===== config.mk =====
export PLATFORM = sky130hd
export DESIGN_NAME = portalTop
export DESIGN_NICKNAME = d
export VERILOG_FILES = /design/src/design/portalPkg.sv /design/src/design/beatFifo.sv /design/src/design/burstSplitter.sv /design/src/design/echoUser.sv /design/src/design/portalReadPath.sv /design/src/design/portalTop.sv /design/src/design/portalWritePath.sv
export SDC_FILE = /design/constraint.sdc
export NUM_CORES = 1
export LEC_CHECK = 0
export CAP_MARGIN = 20
export CORE_MARGIN = 2
export CORE_UTILIZATION = 63
export CTS_BUF_LIST = sky130_fd_sc_hd__clkbuf_4 sky130_fd_sc_hd__clkbuf_8 sky130_fd_sc_hd__clkbuf_16
export DETAILED_ROUTE_END_ITERATION = 12
export DONT_BUFFER_PORTS = 1
export MAX_ROUTING_LAYER = met4
export PLACE_DENSITY = 0.83
export SYNTH_ARGS = -nofsm -noshare
export SYNTH_HDL_FRONTEND = slang
export SYNTH_SLANG_ARGS = --single-unit

===== constraint.sdc =====
create_clock -name CLK -period 5.9 [get_ports CLK]
set_clock_uncertainty 0.2 [all_clocks]
set_input_delay 1.18 -clock CLK [delete_from_list [all_inputs] [get_ports CLK]]
set_output_delay 1.18 -clock CLK [all_outputs]
set_load 0.05 [all_outputs]

===== src/design/portalPkg.sv =====
package portalPkg;

  localparam int DataWidth = 32;
  localparam int IdWidth = 6;
  localparam int LenWidth = 4;
  localparam int OffsetWidth = 5;

  // Control page registers
  localparam logic [OffsetWidth-1:0] CtrlIntrStatus = 5'h00;
  localparam logic [OffsetWidth-1:0] CtrlIntrEnable = 5'h04;
  localparam logic [OffsetWidth-1:0] CtrlNumTiles = 5'h08;
  localparam logic [OffsetWidth-1:0] CtrlQueueStatus = 5'h0C;
  localparam logic [OffsetWidth-1:0] CtrlPortalId = 5'h10;
  localparam logic [OffsetWidth-1:0] CtrlNumPortals = 5'h14;

  localparam logic [DataWidth-1:0] NumTiles = 32'd1;
  localparam logic [DataWidth-1:0] ReqPortalId = 32'd5;
  localparam logic [DataWidth-1:0] IndPortalId = 32'd6;
  localparam logic [DataWidth-1:0] NumPortals = 32'd2;
  localparam logic [DataWidth-1:0] CtrlDefault = 32'h005A05A0; // Unmapped control offsets

  // Data page registers
  localparam logic [OffsetWidth-1:0] DataIndication = 5'h00;
  localparam logic [OffsetWidth-1:0] DataNotFull = 5'h04;

  typedef struct packed {
    logic                   indication; // Indication portal when set
    logic [6:0]             page;       // Zero is the control page
    logic [OffsetWidth-1:0] offset;
  } portalAddr_t;

  typedef struct packed {
    portalAddr_t         addr;
    logic [IdWidth-1:0]  id;
    logic [LenWidth-1:0] len;
  } axiReq_t;

  typedef struct packed {
    logic [OffsetWidth-1:0] offset;
    logic [IdWidth-1:0]     id;
    logic                   isControl;
    logic                   indication;
    logic                   last;
  } beat_t;

  typedef struct packed {
    logic [DataWidth-1:0] data;
    logic [IdWidth-1:0]   id;
    logic                 last;
  } rdBeat_t;

endpackage


===== src/design/beatFifo.sv =====
module beatFifo #(
  parameter int Width = 32,
  parameter int Depth = 2
) (
  input  logic             CLK,
  input  logic             RST_N,
  input  logic [Width-1:0] wrData,
  input  logic             push,
  output logic [Width-1:0] rdData,
  input  logic             pop,
  output logic             full,
  output logic             empty
);
  localparam int PtrWidth = (Depth > 1) ? $clog2(Depth) : 1;
  localparam int CntWidth = $clog2(Depth + 1);

  logic [Width-1:0] mem [Depth];
  logic [PtrWidth-1:0] wrPtr, rdPtr;
  logic [CntWidth-1:0] count;
  logic doPush, doPop;

  assign doPush = push && !full;
  assign doPop = pop && !empty;
  assign full = (count == CntWidth'(Depth));
  assign empty = (count == '0);
  assign rdData = mem[rdPtr];

  always_ff @(posedge CLK) begin
    if (doPush) mem[wrPtr] <= wrData;
  end

  always_ff @(posedge CLK) begin
    if (!RST_N) begin
      wrPtr <= '0;
      rdPtr <= '0;
      count <= '0;
    end else begin
      if (doPush) wrPtr <= (wrPtr == PtrWidth'(Depth - 1)) ? '0 : wrPtr + 1'b1;
      if (doPop) rdPtr <= (rdPtr == PtrWidth'(Depth - 1)) ? '0 : rdPtr + 1'b1;
      if (doPush && !doPop) count <= count + 1'b1;
      else if (doPop && !doPush) count <= count - 1'b1;
    end
  end

endmodule


===== src/design/burstSplitter.sv =====
module burstSplitter #(
  parameter int FifoDepth = 2
) (
  input  logic              CLK,
  input  logic              RST_N,
  input  portalPkg::axiReq_t req,
  input  logic              reqValid,
  output logic              reqReady,
  output portalPkg::beat_t  beat,
  output logic              beatValid,
  input  logic              beatReady
);
  import portalPkg::*;

  axiReq_t head;
  logic reqFull, reqEmpty;
  logic first, take, isLast;
  logic [OffsetWidth-1:0] runOffset, curOffset;
  logic [LenWidth-1:0] remain, curRemain;

  // Address queue, popped with the last beat of the burst
  beatFifo #(
    .Width($bits(axiReq_t)),
    .Depth(FifoDepth)
  ) reqFifo_i (
    .CLK(CLK),
    .RST_N(RST_N),
    .wrData(req),
    .push(reqValid && reqReady),
    .rdData(head),
    .pop(take && isLast),
    .full(reqFull),
    .empty(reqEmpty)
  );

  assign reqReady = !reqFull;
  assign beatValid = !reqEmpty;
  assign take = beatValid && beatReady;

  // First beat comes straight from the queue head
  assign curOffset = first ? head.addr.offset : runOffset;
  assign curRemain = first ? head.len : remain;
  assign isLast = (curRemain == '0);

  always_comb begin
    beat.offset = curOffset;
    beat.id = head.id;
    beat.isControl = (head.addr.page == '0);
    beat.indication = head.addr.indication;
    beat.last = isLast;
  end

  always_ff @(posedge CLK) begin
    if (!RST_N) begin
      first <= 1'b1;
      runOffset <= '0;
      remain <= '0;
    end else if (take) begin
      first <= isLast;
      runOffset <= curOffset + OffsetWidth'(4); // Word step, wraps in the page
      remain <= curRemain - 1'b1;
    end
  end

endmodule


===== src/design/echoUser.sv =====
module echoUser #(
  parameter int MsgWords = 4
) (
  input  logic                            CLK,
  input  logic                            RST_N,
  input  logic                            pushRequest,
  input  logic [portalPkg::DataWidth-1:0] requestWord,
  output logic                            notFull,
  input  logic                            popIndication,
  output logic [portalPkg::DataWidth-1:0] indWord,
  output logic                            indPending
);
  import portalPkg::*;

  localparam int CntWidth = $clog2(MsgWords + 1);
  localparam int IdxWidth = (MsgWords > 1) ? $clog2(MsgWords) : 1;

  logic [MsgWords-1:0][DataWidth-1:0] collectBuf, indBuf;
  logic [CntWidth-1:0] wordCount, msgLen, hdrLen, curLen, indCount;
  logic loadPending;

  // Header count clamped to 1..MsgWords
  always_comb begin
    if (requestWord[15:0] == 16'd0) hdrLen = CntWidth'(1);
    else if (requestWord[15:0] > 16'(MsgWords)) hdrLen = CntWidth'(MsgWords);
    else hdrLen = CntWidth'(requestWord[15:0]);
  end

  assign curLen = (wordCount == '0) ? hdrLen : msgLen;
  assign indWord = indBuf[0];
  assign indPending = (indCount != '0);
  assign notFull = !indPending && !loadPending;

  always_ff @(posedge CLK) begin
    if (!RST_N) begin
      wordCount <= '0;
      msgLen <= '0;
      loadPending <= 1'b0;
      indCount <= '0;
    end else begin
      if (pushRequest) begin
        if (wordCount == '0) msgLen <= hdrLen;
        if (wordCount + 1'b1 == curLen) begin
          wordCount <= '0;
          loadPending <= 1'b1; // Copy out next cycle
        end else begin
          wordCount <= wordCount + 1'b1;
        end
      end
      if (loadPending) begin
        loadPending <= 1'b0;
        indCount <= msgLen;
      end else if (popIndication && indPending) begin
        indCount <= indCount - 1'b1;
      end
    end
  end

  always_ff @(posedge CLK) begin
    if (pushRequest) collectBuf[IdxWidth'(wordCount)] <= requestWord;
    if (loadPending) indBuf <= collectBuf;
    else if (popIndication && indPending) indBuf <= indBuf >> DataWidth; // Next word to front
  end

endmodule


===== src/design/portalReadPath.sv =====
module portalReadPath #(
  parameter int FifoDepth = 2
) (
  input  logic                            CLK,
  input  logic                            RST_N,
  input  portalPkg::beat_t                beat,
  input  logic                            beatValid,
  output logic                            beatReady,
  input  logic                            indPending,
  input  logic                            notFull,
  input  logic [portalPkg::DataWidth-1:0] indWord,
  output logic                            popIndication,
  output portalPkg::rdBeat_t              rBeat,
  output logic                            rValid,
  input  logic                            rReady
);
  import portalPkg::*;

  rdBeat_t rdEntry;
  logic [DataWidth-1:0] rdValue;
  logic rFull, rEmpty;
  logic indRead, take;

  // Indication word reads wait for a pending word
  assign indRead = !beat.isControl && beat.indication && (beat.offset == DataIndication);
  assign beatReady = !rFull && !(indRead && !indPending);
  assign take = beatValid && beatReady;
  assign popIndication = take && indRead;

  always_comb begin
    rdValue = '0;
    if (beat.isControl) begin
      case (beat.offset)
        CtrlIntrStatus, CtrlQueueStatus: rdValue = DataWidth'(beat.indication && indPending);
        CtrlNumTiles: rdValue = NumTiles;
        CtrlPortalId: rdValue = beat.indication ? IndPortalId : ReqPortalId;
        CtrlNumPortals: rdValue = NumPortals;
        default: rdValue = CtrlDefault; // Includes the enable register
      endcase
    end else if (beat.indication) begin
      if (beat.offset == DataIndication) rdValue = indWord;
    end else if (beat.offset == DataNotFull) begin
      rdValue = DataWidth'(notFull);
    end
  end

  always_comb begin
    rdEntry.data = rdValue;
    rdEntry.id = beat.id;
    rdEntry.last = beat.last;
  end

  // R channel queue
  beatFifo #(
    .Width($bits(rdBeat_t)),
    .Depth(FifoDepth)
  ) rFifo_i (
    .CLK(CLK),
    .RST_N(RST_N),
    .wrData(rdEntry),
    .push(take),
    .rdData(rBeat),
    .pop(rValid && rReady),
    .full(rFull),
    .empty(rEmpty)
  );

  assign rValid = !rEmpty;

endmodule


===== src/design/portalTop.sv =====
module portalTop #(
  parameter int FifoDepth = 2,
  parameter int MsgWords = 4
) (
  input  logic                            CLK,
  input  logic                            RST_N,
  input  portalPkg::portalAddr_t          arAddr,
  input  logic [portalPkg::IdWidth-1:0]   arId,
  input  logic [portalPkg::LenWidth-1:0]  arLen,
  input  logic                            arValid,
  output logic                            arReady,
  output logic [portalPkg::DataWidth-1:0] rData,
  output logic [portalPkg::IdWidth-1:0]   rId,
  output logic                            rLast,
  output logic [1:0]                      rResp,
  output logic                            rValid,
  input  logic                            rReady,
  input  portalPkg::portalAddr_t          awAddr,
  input  logic [portalPkg::IdWidth-1:0]   awId,
  input  logic [portalPkg::LenWidth-1:0]  awLen,
  input  logic                            awValid,
  output logic                            awReady,
  input  logic [portalPkg::DataWidth-1:0] wData,
  input  logic                            wLast,
  input  logic                            wValid,
  output logic                            wReady,
  output logic [portalPkg::IdWidth-1:0]   bId,
  output logic [1:0]                      bResp,
  output logic                            bValid,
  input  logic                            bReady,
  output logic                            interrupt
);
  import portalPkg::*;

  axiReq_t arReq, awReq;
  beat_t rdBeat, wrBeat;
  rdBeat_t rBeat;
  logic rdBeatValid, rdBeatReady, wrBeatValid, wrBeatReady;
  logic notFull, indPending, popIndication, pushRequest;
  logic [DataWidth-1:0] indWord, requestWord;

  assign arReq = '{addr: arAddr, id: arId, len: arLen};
  assign awReq = '{addr: awAddr, id: awId, len: awLen};
  assign rData = rBeat.data;
  assign rId = rBeat.id;
  assign rLast = rBeat.last;
  assign rResp = 2'b00; // Always OKAY
  assign bResp = 2'b00;

  burstSplitter #(.FifoDepth(FifoDepth)) rdSplit_i (
    .CLK(CLK), .RST_N(RST_N), .req(arReq), .reqValid(arValid), .reqReady(arReady),
    .beat(rdBeat), .beatValid(rdBeatValid), .beatReady(rdBeatReady)
  );

  burstSplitter #(.FifoDepth(FifoDepth)) wrSplit_i (
    .CLK(CLK), .RST_N(RST_N), .req(awReq), .reqValid(awValid), .reqReady(awReady),
    .beat(wrBeat), .beatValid(wrBeatValid), .beatReady(wrBeatReady)
  );

  portalReadPath #(.FifoDepth(FifoDepth)) readPath_i (
    .CLK(CLK), .RST_N(RST_N), .beat(rdBeat), .beatValid(rdBeatValid),
    .beatReady(rdBeatReady), .indPending(indPending), .notFull(notFull), .indWord(indWord),
    .popIndication(popIndication), .rBeat(rBeat), .rValid(rValid), .rReady(rReady)
  );

  portalWritePath #(.FifoDepth(FifoDepth)) writePath_i (
    .CLK(CLK), .RST_N(RST_N), .wData(wData), .wLast(wLast), .wValid(wValid),
    .wReady(wReady), .awAccepted(awValid && awReady), .beat(wrBeat),
    .beatValid(wrBeatValid), .beatReady(wrBeatReady), .notFull(notFull),
    .pushRequest(pushRequest), .requestWord(requestWord), .indPending(indPending),
    .interrupt(interrupt), .bId(bId), .bValid(bValid), .bReady(bReady)
  );

  echoUser #(.MsgWords(MsgWords)) echoUser_i (
    .CLK(CLK), .RST_N(RST_N), .pushRequest(pushRequest), .requestWord(requestWord),
    .notFull(notFull), .popIndication(popIndication), .indWord(indWord),
    .indPending(indPending)
  );

endmodule


===== src/design/portalWritePath.sv =====
module portalWritePath #(
  parameter int FifoDepth = 2
) (
  input  logic                            CLK,
  input  logic                            RST_N,
  input  logic [portalPkg::DataWidth-1:0] wData,
  input  logic                            wLast,
  input  logic                            wValid,
  output logic                            wReady,
  input  logic                            awAccepted,
  input  portalPkg::beat_t                beat,
  input  logic                            beatValid,
  output logic                            beatReady,
  input  logic                            notFull,
  output logic                            pushRequest,
  output logic [portalPkg::DataWidth-1:0] requestWord,
  input  logic                            indPending,
  output logic                            interrupt,
  output logic [portalPkg::IdWidth-1:0]   bId,
  output logic                            bValid,
  input  logic                            bReady
);
  import portalPkg::*;

  logic wFull, wEmpty, bFull, bEmpty;
  logic lastSeen, intrEnable;
  logic toUser, take;

  beatFifo #(
    .Width(DataWidth),
    .Depth(FifoDepth)
  ) wFifo_i (
    .CLK(CLK),
    .RST_N(RST_N),
    .wrData(wData),
    .push(wValid && wReady),
    .rdData(requestWord),
    .pop(take),
    .full(wFull),
    .empty(wEmpty)
  );

  assign wReady = !wFull && !lastSeen;

  // Request portal data page goes to the user
  assign toUser = !beat.isControl && !beat.indication;
  assign beatReady = !wEmpty && (!beat.last || !bFull) && (!toUser || notFull);
  assign take = beatValid && beatReady;
  assign pushRequest = take && toUser;

  // One response per burst
  beatFifo #(
    .Width(IdWidth),
    .Depth(FifoDepth)
  ) bFifo_i (
    .CLK(CLK),
    .RST_N(RST_N),
    .wrData(beat.id),
    .push(take && beat.last),
    .rdData(bId),
    .pop(bValid && bReady),
    .full(bFull),
    .empty(bEmpty)
  );

  assign bValid = !bEmpty;
  assign interrupt = indPending && intrEnable;

  always_ff @(posedge CLK) begin
    if (!RST_N) begin
      lastSeen <= 1'b0;
      intrEnable <= 1'b0;
    end else begin
      if (awAccepted) lastSeen <= 1'b0;
      else if (wValid && wReady && wLast) lastSeen <= 1'b1;
      if (take && beat.isControl && beat.offset == CtrlIntrEnable)
        intrEnable <= requestWord[0];
    end
  end

endmodule


Word-level counts from Yosys, hierarchy flattened. Memory sizes are Yosys's and may differ from the RTL's. A register that Yosys moved wholly into a read port is not among the register bits. Index checks and enable logic that the tools add are counted.

Equal/unequal tests: 12. Add/subtract/negate cells: 26. Magnitude comparators: 3. Multiplexer cells: 62. Reductions and logical operators: 100. Bitwise operators: 2.

Operators with widths (count): $mux W128 (2); $bwmux W128 (1); $mux W32 (4); $pmux W32 S4 (1); $demux W32 S2 (1); $logic_and A1 B1 Y1 (47); $mux W1 (32); $logic_not A1 Y1 (29); $mux W2 (11); $mux W3 (6); $gt A16 B3 Y1 const B (1); $logic_not A16 Y1 (1); $logic_not A7 Y1 (2); $reduce_bool A2 Y1 (6); $add A1 B1 Y1 const B (10); $add A2 B1 Y2 const B (5); $add A5 B3 Y5 const B (2); $eq A2 B2 Y1 const B (5); $eq A5 B3 Y1 const B (2); $eq A5 B4 Y1 const B (2); $eq A5 B5 Y1 const B (2); $logic_not A2 Y1 (5); $mux W5 (2); $sub A2 B1 Y2 const B (5); other kinds (15) (21).

Memories: 5. Output and inout bits: 55. Word-level logic and storage cells: 245. Memory bits (writable): 246. Input port bits: 86. Flip-flop bits (word level): 308.

Memory list: readPath_i.rFifo_i.mem (words 2, width 39, read ports 1, clocked after Yosys merged registers in 1, wr ports 1, line beatFifo.sv:17) `logic [Width-1:0] mem [Depth];`; writePath_i.wFifo_i.mem (words 2, width 32, read ports 1, clocked after Yosys merged registers in 1, wr ports 1, line beatFifo.sv:17); rdSplit_i.reqFifo_i.mem (words 2, width 23, read ports 1, clocked after Yosys merged registers in 1, wr ports 1, line beatFifo.sv:17); wrSplit_i.reqFifo_i.mem (words 2, width 23, read ports 1, clocked after Yosys merged registers in 1, wr ports 1, line beatFifo.sv:17); writePath_i.bFifo_i.mem (words 2, width 6, read ports 1, clocked after Yosys merged registers in 1, wr ports 1, line beatFifo.sv:17).

Longest topological paths before layout. Gate-level depths: netlist (run 1).

Depth in word-level cells: 13. Gate-level depth with buffers: 14. Gate-level depth less buffers: 12.

Hierarchy. From an unflattened synthesis (run 1), not the netlist that was laid out.

Cells, all modules: 1285. Area total of the unflattened synthesis: 22068.7 µm².

By module, submodules not included: echoUser (times used 1, sequential area each 7887.6 µm², cells each 536, area an instance 10109.7 µm²); beatFifo (rdSplit_i.reqFifo_i ...) (times used 2, sequential area each 1481.4 µm², cells each 96, area an instance 1884.3 µm²); beatFifo (readPath_i.rFifo_i) (times used 1, sequential area each 2442.3 µm², cells each 146, area an instance 3041.7 µm²); beatFifo (writePath_i.wFifo_i) (times used 1, sequential area each 2021.9 µm², cells each 125, area an instance 2536.2 µm²); burstSplitter (times used 2, sequential area each 200.2 µm², cells each 74, area an instance 636.9 µm²); beatFifo (writePath_i.bFifo_i) (times used 1, sequential area each 460.4 µm², cells each 44, area an instance 665.6 µm²); portalReadPath (times used 1, sequential area each 0.0 µm², cells each 66, area an instance 469.2 µm²); portalWritePath (times used 1, sequential area each 40.0 µm², cells each 22, area an instance 163.9 µm²); portalTop (times used 1, sequential area each 0.0 µm², cells each 6, area an instance 40.0 µm²).

Worst setup path after synthesis (run 1). OpenSTA, ideal clock, no wires.

Path kind: reg2reg. Start point: reg wrSplit_i.first. End point: reg echoUser_i.wordCount[2]. Arrival time: 5.130 ns. Path slack: 0.474 ns. Required time: 5.604 ns. Library setup time: 0.096 ns. Buffers on the path: 2. Stages on the path, launching flop included: 11. Period minus slack after synthesis: 5.426 ns. Cells stage by stage: dfxtp_1 > buf_2 > buf_1 > mux2i_1 > ha_1 > inv_1 > a211o_1 > o31ai_4 > nor4_1 > xnor2_1 > a311oi_1.

Longest elaborated chain between the ends: 8.

RTL lines: from (decl) (line burstSplitter.sv:17) `logic first, take, isLast;`; from (signal assigned) (line burstSplitter.sv:59) `first <= isLast;`; $mux W4 (line burstSplitter.sv:42) `assign curRemain = first ? head.len : remain;`; $logic_not A4 Y1 (line burstSplitter.sv:43) `assign isLast = (curRemain == '0);`; $logic_not A1 Y1 (line portalWritePath.sv:47) `assign beatReady = !wEmpty && (!beat.last || !bFull) && (!toUser || notFull);`; $logic_or A1 B1 Y1 (line portalWritePath.sv:47); $logic_and A1 B1 Y1 (2 in a row) (line portalWritePath.sv:47); $logic_and A1 B1 Y1 (line portalWritePath.sv:48) `assign take = beatValid && beatReady;`; $logic_and A1 B1 Y1 (line portalWritePath.sv:49) `assign pushRequest = take && toUser;`; to (signal assigned) (line echoUser.sv:47) `wordCount <= wordCount + 1'b1;`; to (decl) (line echoUser.sv:19) `logic [CntWidth-1:0] wordCount, msgLen, hdrLen, curLen, indCount;`.

Every way passes these cells. A chain may end at the register's enable or synchronous reset.

==> tab_implementation.tex, run 1 <==
\begin{tabular}{lr}
\hline
Metric & Value \\
\hline
\multicolumn{2}{l}{\textbf{Power}} \\
Worst voltage drop across the vdd grid & roughly 290 uV \\
Comb power frac & approximately 20\% \\
Portion of total power attributed to sequential cells & roughly half \\
Net switching power & around 3.1 mW \\
Fraction of power consumed by the clock network & between 30\% and 40\% \\
Internal power & about 7.5 mW \\
Leak & 7.80 nW \\
Power per cell area & 450 nW/um\^{}2 \\
Fraction of power spent switching nets & 29.4\% \\
\multicolumn{2}{l}{\textbf{STA}} \\
Unrepaired setup endpoints after global routing & no \\
Slew @ Worst Pin & about 1.0 ns \\
Final TNS setup & 0 ns \\
Headroom to the max-slew limit & 30.9\% \\
Max-slew violation count & 0 \\
Final critical-path required period & around 4.3 ns \\
Hold Violations, Final & 0 \\
Final setup violation count & 0 \\
Fmax & between 200 and 250 MHz \\
Crit share post-route & $\sim$72\% \\
\multicolumn{2}{l}{\textbf{Setup path}} \\
Crit path capture type & register \\
Most frequent cell on the critical path & nand2\_1 \\
Data required time of the critical path & between 5 and 6 ns \\
Gate family responsible for the most delay along the worst path & simple AND/OR/NAND/NOR gates \\
Worst Path Max Fanout & 42 \\
Ordered cell list for the critical path & mux2i\_1, nand2\_1, o21ai\_0, ha\_1, nand2\_1, nor4\_2, or2\_4, buf\_4 \\
Combined buffer and inverter count along the critical path & 1 \\
Critical path's slowest cell & dfxtp\_1 \\
Arr. time, crit path & 4.29 ns \\
Critical Path Max Stage Delay & 0.91 ns \\
Start-to-end type of the worst setup path & reg -> reg \\
CP Launch Type & register \\
\multicolumn{2}{l}{\textbf{Routing}} \\
Final ANT Viol Nets & 0 \\
Number of vias per cell & about 5.8 \\
Total number of vias & approximately 9900 \\
Starting DRC count in detailed routing & $\sim$680 \\
DRC Markers & 0 \\
Routed length per placed instance & between 20 and 25 um \\
Total wirelength of the detailed-routed design & 34900 um \\
DR pass1 iterations & 5 \\
\multicolumn{2}{l}{\textbf{Outcome}} \\
Run status & finished, final reports clean \\
\multicolumn{2}{l}{\textbf{Floorplan}} \\
Effective utilization at floorplan & 63.8\% \\
Cell row count & 67 \\
I/O pin count & around 140 \\
X dimension of the die & between 150 and 200 um \\
Floorplan die height & $\sim$190 um \\
Placeable core region & between 30000 and 40000 sq um \\
Total die area & 35300 sq um \\
\multicolumn{2}{l}{\textbf{Global routing}} \\
Number of antenna violations at the first check in global routing & 0 \\
Largest net degree at the start of global routing & 76 \\
Vias in the first global route & approximately 10000 \\
Total GRT Usage & approximately a fifth \\
First-pass GRT wire length & around 56000 um \\
Grt ovf & 0 \\
\multicolumn{2}{l}{\textbf{Cells and area}} \\
Number of antenna diodes & 0 \\
Combined flip-flop and latch cell area & between 15000 and 20000 sq um \\
Count of fill cells added during filler insertion & 2004 \\
Fraction of layout cells with a size suffix above 1 & roughly 25\% \\
Fin nets & 1334 \\
Area occupied by multi-input gates & 4850 sq um \\
Finished Layout Cells & 1722 \\
Area delta synth->final & 10.8\% \\
\multicolumn{2}{l}{\textbf{Clock network}} \\
Clk Tree Root Cell & clkbuf\_16 \\
Sink Count & between 500 and 600 \\
Post-CTS Hold Fix Bufs & 0 \\
Clock-pin slew on the worst setup and hold paths & around 0.060 ns \\
Number of H-tree levels & 2 \\
Latest clock arrival within the worst-skew pair & around 0.57 ns \\
Buffers from clock root to sink, at most & 3 \\
Total clock buffers created by CTS & 53 \\
CTS tree & built \\
Post-CTS Repair Setup Buffers & 0 \\
Number of cells upsized or downsized after cts & 0 \\
\multicolumn{2}{l}{\textbf{Synthesis}} \\
Gate count after technology mapping & 1204 \\
Dominant register cell in the synthesized netlist & edfxtp\_1 \\
Post-synth ARST share & 0\% \\
YS warnings & 0 \\
Synthesized area & between 20000 and 25000 sq um \\
Seq/Total Area, Yosys & 76.0\% \\
Distinct cell type count after synthesis & 64 \\
Portion of synthesized cell area occupied by the leading cell type & 70.7\% \\
Biggest area contributors in the synthesized netlist & edfxtp\_1 71\%, mux2\_2 9.9\%, dfxtp\_1 5.4\% \\
Most repeated cell in the gate-level netlist after synthesis & edfxtp\_1 \\
Average cell area after synthesis & approximately 18 sq um \\
Number of flops mapped to enable cells by yosys & between 500 and 600 \\
Most frequent cells after synthesis & 502 x edfxtp\_1, 187 x mux2\_2, 61 x and2\_1 \\
Area leader, netlist & edfxtp\_1 \\
Flop and latch count out of synthesis & $\sim$560 \\
\multicolumn{2}{l}{\textbf{Place}} \\
Sum of net half-perimeters after detailed placement & 21600 um \\
Post-Place Cells & approximately 1600 \\
Buffers added on ports & 0 \\
Final weighted congestion of routability-driven global placement & 0.846 \\
\multicolumn{2}{l}{\textbf{Min path}} \\
Class of the worst hold path & reg -> reg \\
\multicolumn{2}{l}{\textbf{Job}} \\
Max-cap violations & 0 \\
\hline
\end{tabular}
==> metrics by stage <==
step                      hold WS, ns  power, mW  area, sq um  setup WS [ns]  util [%]
after global placement          0.270       7.29        21800           1.76      65.2
final                           0.291       10.6        23600           1.64      70.6
after floorplan                 0.254       6.96        21300          0.474         -
after CTS                       0.292       10.7        23600           1.61      70.4
after detailed placement        0.283       7.38        21800           1.64      65.2
after global routing            0.329       11.0        23600           1.34      70.6
==> layout make-up <==
| cell class | instances | area share (%) |
|---|---|---|
| clock buffers | 73 | 6.53 |
| clock inverters | 27 | 0.837 |
| inverters | 19 | 0.302 |
| multi-input cells | 579 | 20.5 |
| flip-flops and latches | 559 | 68.7 |
| well taps | 448 | 2.37 |
| repair buffers | 17 | 0.794 |
==> registers in the layout, summed over array words and instances (netlist names), 4 cells and up, named ones only <==
| signal | cells |
|---|---|
| echoUser_i.collectBuf | 128 |
| echoUser_i.indBuf | 96 |
| echoUser_i.indWord | 32 |
| rdSplit_i.remain | 4 |
| rdSplit_i.reqFifo_i.mem | 46 |
| rdSplit_i.runOffset | 5 |
| readPath_i.rFifo_i.mem | 78 |
| wrSplit_i.remain | 4 |
| wrSplit_i.reqFifo_i.mem | 46 |
| wrSplit_i.runOffset | 5 |
| writePath_i.bFifo_i.mem | 12 |
| writePath_i.wFifo_i.mem | 64 |
==> path summary, 6_finish.rpt <==
path              cells past startpoint                         to  slack [ns]                       from
hold reg to reg                       2  rdSplit_i.reqFifo_i.rdPtr        0.29  rdSplit_i.reqFifo_i.rdPtr
setup / recovery                      8     echoUser_i.indBuf[127]        1.64                   register
hold / removal                        2  rdSplit_i.reqFifo_i.rdPtr        0.29  rdSplit_i.reqFifo_i.rdPtr
setup reg to reg                      8     echoUser_i.indBuf[127]        1.64                   register
==> kinds of logic (layout without fill, tap and decap cells) <==
group / count (synthesis) / in the layout / synth area share [%]
xor gates and xnor gates: 29 / 29 / 1.19
DFF: 559 / 559 / 76.0
muxes: 220 / 220 / 11.4
adders and majority gates: 19 / 19 / 1.11
AOI/OAI and AO/OA: 89 / 89 / 3.07
buffers and inverters: 69 / 136 / 1.42
and+or+nand+nor: 218 / 218 / 5.71
other: 1 / 4 / 0.0176
==> tightest hold or removal path, cell delays in order, from the launching register on <==
cell,delay [ns]
dfxtp_1,0.31
nand2_1,0.07
mux2i_1,0.06
==> power by group through the flow <==
stage	Clock [mW]	Sequential, mW	Combinational, mW
finish	3.29	5.20	2.14
global route	3.50	5.25	2.30
CTS	3.34	5.21	2.11
detailed placement	0	5.29	2.09
global placement	0	5.26	2.03
floorplan	0	5.15	1.81
==> routing by layer <==
layer  GRT usage, %  wire length (um)
met2           31.3             16500
met5              -                 0
met1           28.8             15500
met4           6.24               779
met3           4.49              2240
==> placed cells by master, fill, tap and decap left out, drive strengths merged, types with 17 or more instances in the layout <==
cell,Yosys,final
dfxtp,57,57
and2,62,62
a21oi,26,26
mux2i,32,32
inv,19,20
buf,25,17
mux2,188,188
clkbuf,25,73
clkinv,0,23
xor2,19,19
ha,19,19
nand2,24,24
nor2,60,60
edfxtp,502,502
No activity file was read; power rests on OpenSTA's default activity.
==> inputs of run 2 (changes only) <==
--- a/config.mk
+++ b/config.mk
@@ -7,12 +7,12 @@
 export LEC_CHECK = 0
 export CAP_MARGIN = 20
 export CORE_MARGIN = 2
-export CORE_UTILIZATION = 63
+export CORE_UTILIZATION = 57
 export CTS_BUF_LIST = sky130_fd_sc_hd__clkbuf_4 sky130_fd_sc_hd__clkbuf_8 sky130_fd_sc_hd__clkbuf_16
 export DETAILED_ROUTE_END_ITERATION = 12
 export DONT_BUFFER_PORTS = 1
 export MAX_ROUTING_LAYER = met4
-export PLACE_DENSITY = 0.83
+export PLACE_DENSITY = 0.79
 export SYNTH_ARGS = -nofsm -noshare
 export SYNTH_HDL_FRONTEND = slang
 export SYNTH_SLANG_ARGS = --single-unit
==> constraint.sdc (replaced) <==
create_clock -name CLK -period 3.9 [get_ports CLK]
set_clock_uncertainty 0.2 [all_clocks]
set_input_delay 0.78 -clock CLK [delete_from_list [all_inputs] [get_ports CLK]]
set_output_delay 0.78 -clock CLK [all_outputs]
set_load 0.05 [all_outputs]
==> run 2 against run 1 <==
  * Final area increased by 0.27%
  * Sequential power increased by 51%
  * Register-to-register slack got worse by 1.1 ns
  * Worst setup slack got worse by 1.1 ns
  * Clock power increased by 54%
  * Final cell count increased by 1.5%
  * Hold slack got worse by 0.22 ns
  * Power increased by 52%
  * Wire length decreased by 0.97%
  * Flip-flop and latch count unchanged
  * Critical path type unchanged
  * Largest power group unchanged
==> tab_implementation.tex, run 2 (synthesis results as in run 1) <==
\begin{tabular}{lr}
\hline
Metric & Value \\
\hline
\multicolumn{2}{l}{\textbf{Outcome}} \\
Run status & finished, final reports clean \\
\multicolumn{2}{l}{\textbf{STA}} \\
Final setup violation count & 0 \\
Post-Route Hold Slack & roughly 0.07 ns \\
Unrepaired setup endpoints after global routing & no \\
Least setup slack across all paths after layout & around 0.5 ns \\
Hold Violations, Final & 0 \\
Headroom to the max-slew limit & about 30\% \\
Fmax & just under 300 MHz \\
Final critical-path required period & between 3 and 4 ns \\
Final TNS setup & 0 ns \\
Crit share post-route & between 80\% and 90\% \\
Slew @ Worst Pin & 1.04 ns \\
Max-slew violation count & 0 \\
\multicolumn{2}{l}{\textbf{Cells and area}} \\
Count of fill cells added during filler insertion & about 2400 \\
Commonest non-fill, non-tap cell in the layout & edfxtp\_1 \\
Top library cells by usage in the layout, fill and taps aside & 502 x edfxtp\_1, 187 x mux2\_2, 60 x and2\_1 \\
Fraction of layout cells with a size suffix above 1 & about a quarter \\
Fin nets & 1343 \\
Area occupied by multi-input gates & $\sim$4900 sq um \\
Combined flip-flop and latch cell area & around 16000 sq um \\
Max reg flops & around 130 \\
Finished Cell Area & 23700 sq um \\
Post-layout utilization of the core & between 60\% and 70\% \\
Register with the highest flop count & echoUser\_i.collectBuf \\
Number of antenna diodes & 0 \\
Finished Layout Cells & $\sim$1700 \\
Largest registers ranked by flip-flop count & echoUser\_i.collectBuf (128), echoUser\_i.indBuf (96), readPath\_i.rFifo\_i.mem (78) \\
Area delta synth->final & 11.1\% \\
\multicolumn{2}{l}{\textbf{Routing}} \\
Final ANT Viol Nets & 0 \\
Number of vias per cell & between 5 and 6 \\
Starting DRC count in detailed routing & between 800 and 900 \\
DRC Markers & 0 \\
DR pass1 iterations & 5 \\
Total number of vias & between 9000 and 10000 \\
Total wirelength of the detailed-routed design & roughly 35000 um \\
Routed length per placed instance & 19.8 um \\
\multicolumn{2}{l}{\textbf{Setup path}} \\
FF-to-FF End & writePath\_i.wFifo\_i.count[1] \\
Ordered cell list for the critical path & mux2i\_1, ha\_1, inv\_1, a211o\_1, o31a\_1, buf\_4, nand2\_4, ha\_1, or3\_1, a21oi\_1 \\
Crit path capture type & register \\
Setup slack of the worst register-to-register path & between 0.4 and 0.5 ns \\
Critical path's slowest cell & dfxtp\_1 \\
Arr. time, crit path & 3.70 ns \\
Most frequent cell on the critical path & ha\_1 \\
Critical Path Max Stage Delay & 0.70 ns \\
Startpoint of the worst register-to-register path & wrSplit\_i.first \\
R2r worst-path depth & 10 \\
Launching instance or port of the critical path & wrSplit\_i.first \\
Worst Path Max Fanout & 17 \\
Start-to-end type of the worst setup path & reg -> reg \\
CP Launch Type & register \\
Capture point of the critical path & writePath\_i.wFifo\_i.count[1] \\
Data required time of the critical path & around 4.2 ns \\
\multicolumn{2}{l}{\textbf{Global routing}} \\
Total GRT Usage & $\sim$19\% \\
Number of antenna violations at the first check in global routing & 0 \\
Largest net degree at the start of global routing & 87 \\
Grt ovf & 0 \\
First-pass GRT wire length & $\sim$54000 um \\
Vias in the first global route & approximately 9800 \\
\multicolumn{2}{l}{\textbf{Floorplan}} \\
Total die area & 39000 sq um \\
X dimension of the die & a little under 200 um \\
Effective utilization at floorplan & between 50 and 60\% \\
Floorplan die height & 197 um \\
Cell row count & 70 \\
Placeable core region & between 30000 and 40000 sq um \\
I/O pin count & 141 \\
\multicolumn{2}{l}{\textbf{Place}} \\
Post-Place Cells & 1650 \\
Post-placement cell area & approximately 22000 sq um \\
Final weighted congestion of routability-driven global placement & slightly below 0.9 \\
Buffers added on ports & 0 \\
Dpl ws & between 0.5 and 0.6 ns \\
Sum of net half-perimeters after detailed placement & between 20000 and 25000 um \\
\multicolumn{2}{l}{\textbf{Clock network}} \\
Buffers from clock root to sink, at most & 3 \\
Number of H-tree levels & 2 \\
Latest clock arrival within the worst-skew pair & roughly 0.59 ns \\
CTS tree & built \\
Total clock buffers created by CTS & 53 \\
Post-CTS Hold Fix Bufs & 0 \\
Clk Tree Root Cell & clkbuf\_16 \\
Number of cells upsized or downsized after cts & 0 \\
Clock-pin slew on the worst setup and hold paths & 0.06 ns \\
Sink Count & $\sim$560 \\
Post-CTS Repair Setup Buffers & 0 \\
\multicolumn{2}{l}{\textbf{Job}} \\
Max-cap violations & 0 \\
\multicolumn{2}{l}{\textbf{Power}} \\
Worst voltage drop across the vdd grid & $\sim$380 uV \\
Leak & roughly 7.8 nW \\
Power per cell area & just under 700 nW/um\^{}2 \\
PnR Total Power & between 15 and 20 mW \\
\multicolumn{2}{l}{\textbf{Min path}} \\
Class of the worst hold path & in -> reg \\
Launch point of the worst hold path & RST\_N \\
\hline
\end{tabular}
run 2: cell types whose count changed in the layout (fill, tap and decap cells not counted), sizes merged:
cell,before,now
bufinv,2,7
clkbuf,73,59
clkinvlp,1,2
clkinv,23,26
buf,17,26
inv,20,22
run 2: layout make-up:
class	instances	area share, %
Multi-Input combinational cell	579	20.5
Clock buffer	59	5.81
Sequential cell	559	68.5
Timing Repair Buffer	26	0.929
Clock inverter	38	1.52
Tap cell	468	2.47
Inverter	19	0.301
run 2: critical path, delay by kind of cell, from the launching register on:
family / cells / cell delay (ns)
buffers and inverters: 2 / 0.25
multiplexers: 1 / 0.38
AND/OR/NAND/NOR: 2 / 0.50
flip-flops: 1 / 0.70
AO/OA/AOI/OAI: 3 / 0.77
adder cells (fa/ha/maj): 2 / 0.51
run 2: per-layer routing:
metal | up-vias | part of all wire, % | track usage, %
li1 | 4629 | - | -
met2 | 245 | 45 | 27.3
met5 | - | 0 | -
met1 | 4921 | 48 | 26.5
met4 | 0 | 2.0 | 5.85
met3 | 54 | 5.5 | 3.67
run 2: worst min path at each step:
stage,cells after the start,endpoint,slack (ns)
floorplan,2,echoUser_i.indCount[1],0.25
CTS,1,rdSplit_i.first,0.03
global route,1,wrSplit_i.first,0.05
detailed placement,2,writePath_i.intrEnable,0.28
finish,1,wrSplit_i.first,0.07
global placement,2,rdSplit_i.remain[0],0.27
run 2: power breakdown:
part	leakage, nW	internal, mW	switching, mW
sequential	4.98	7.49	0.344
clock	0.858	3.00	2.08
combinational	1.98	0.963	2.32
total	7.82	11.4	4.75
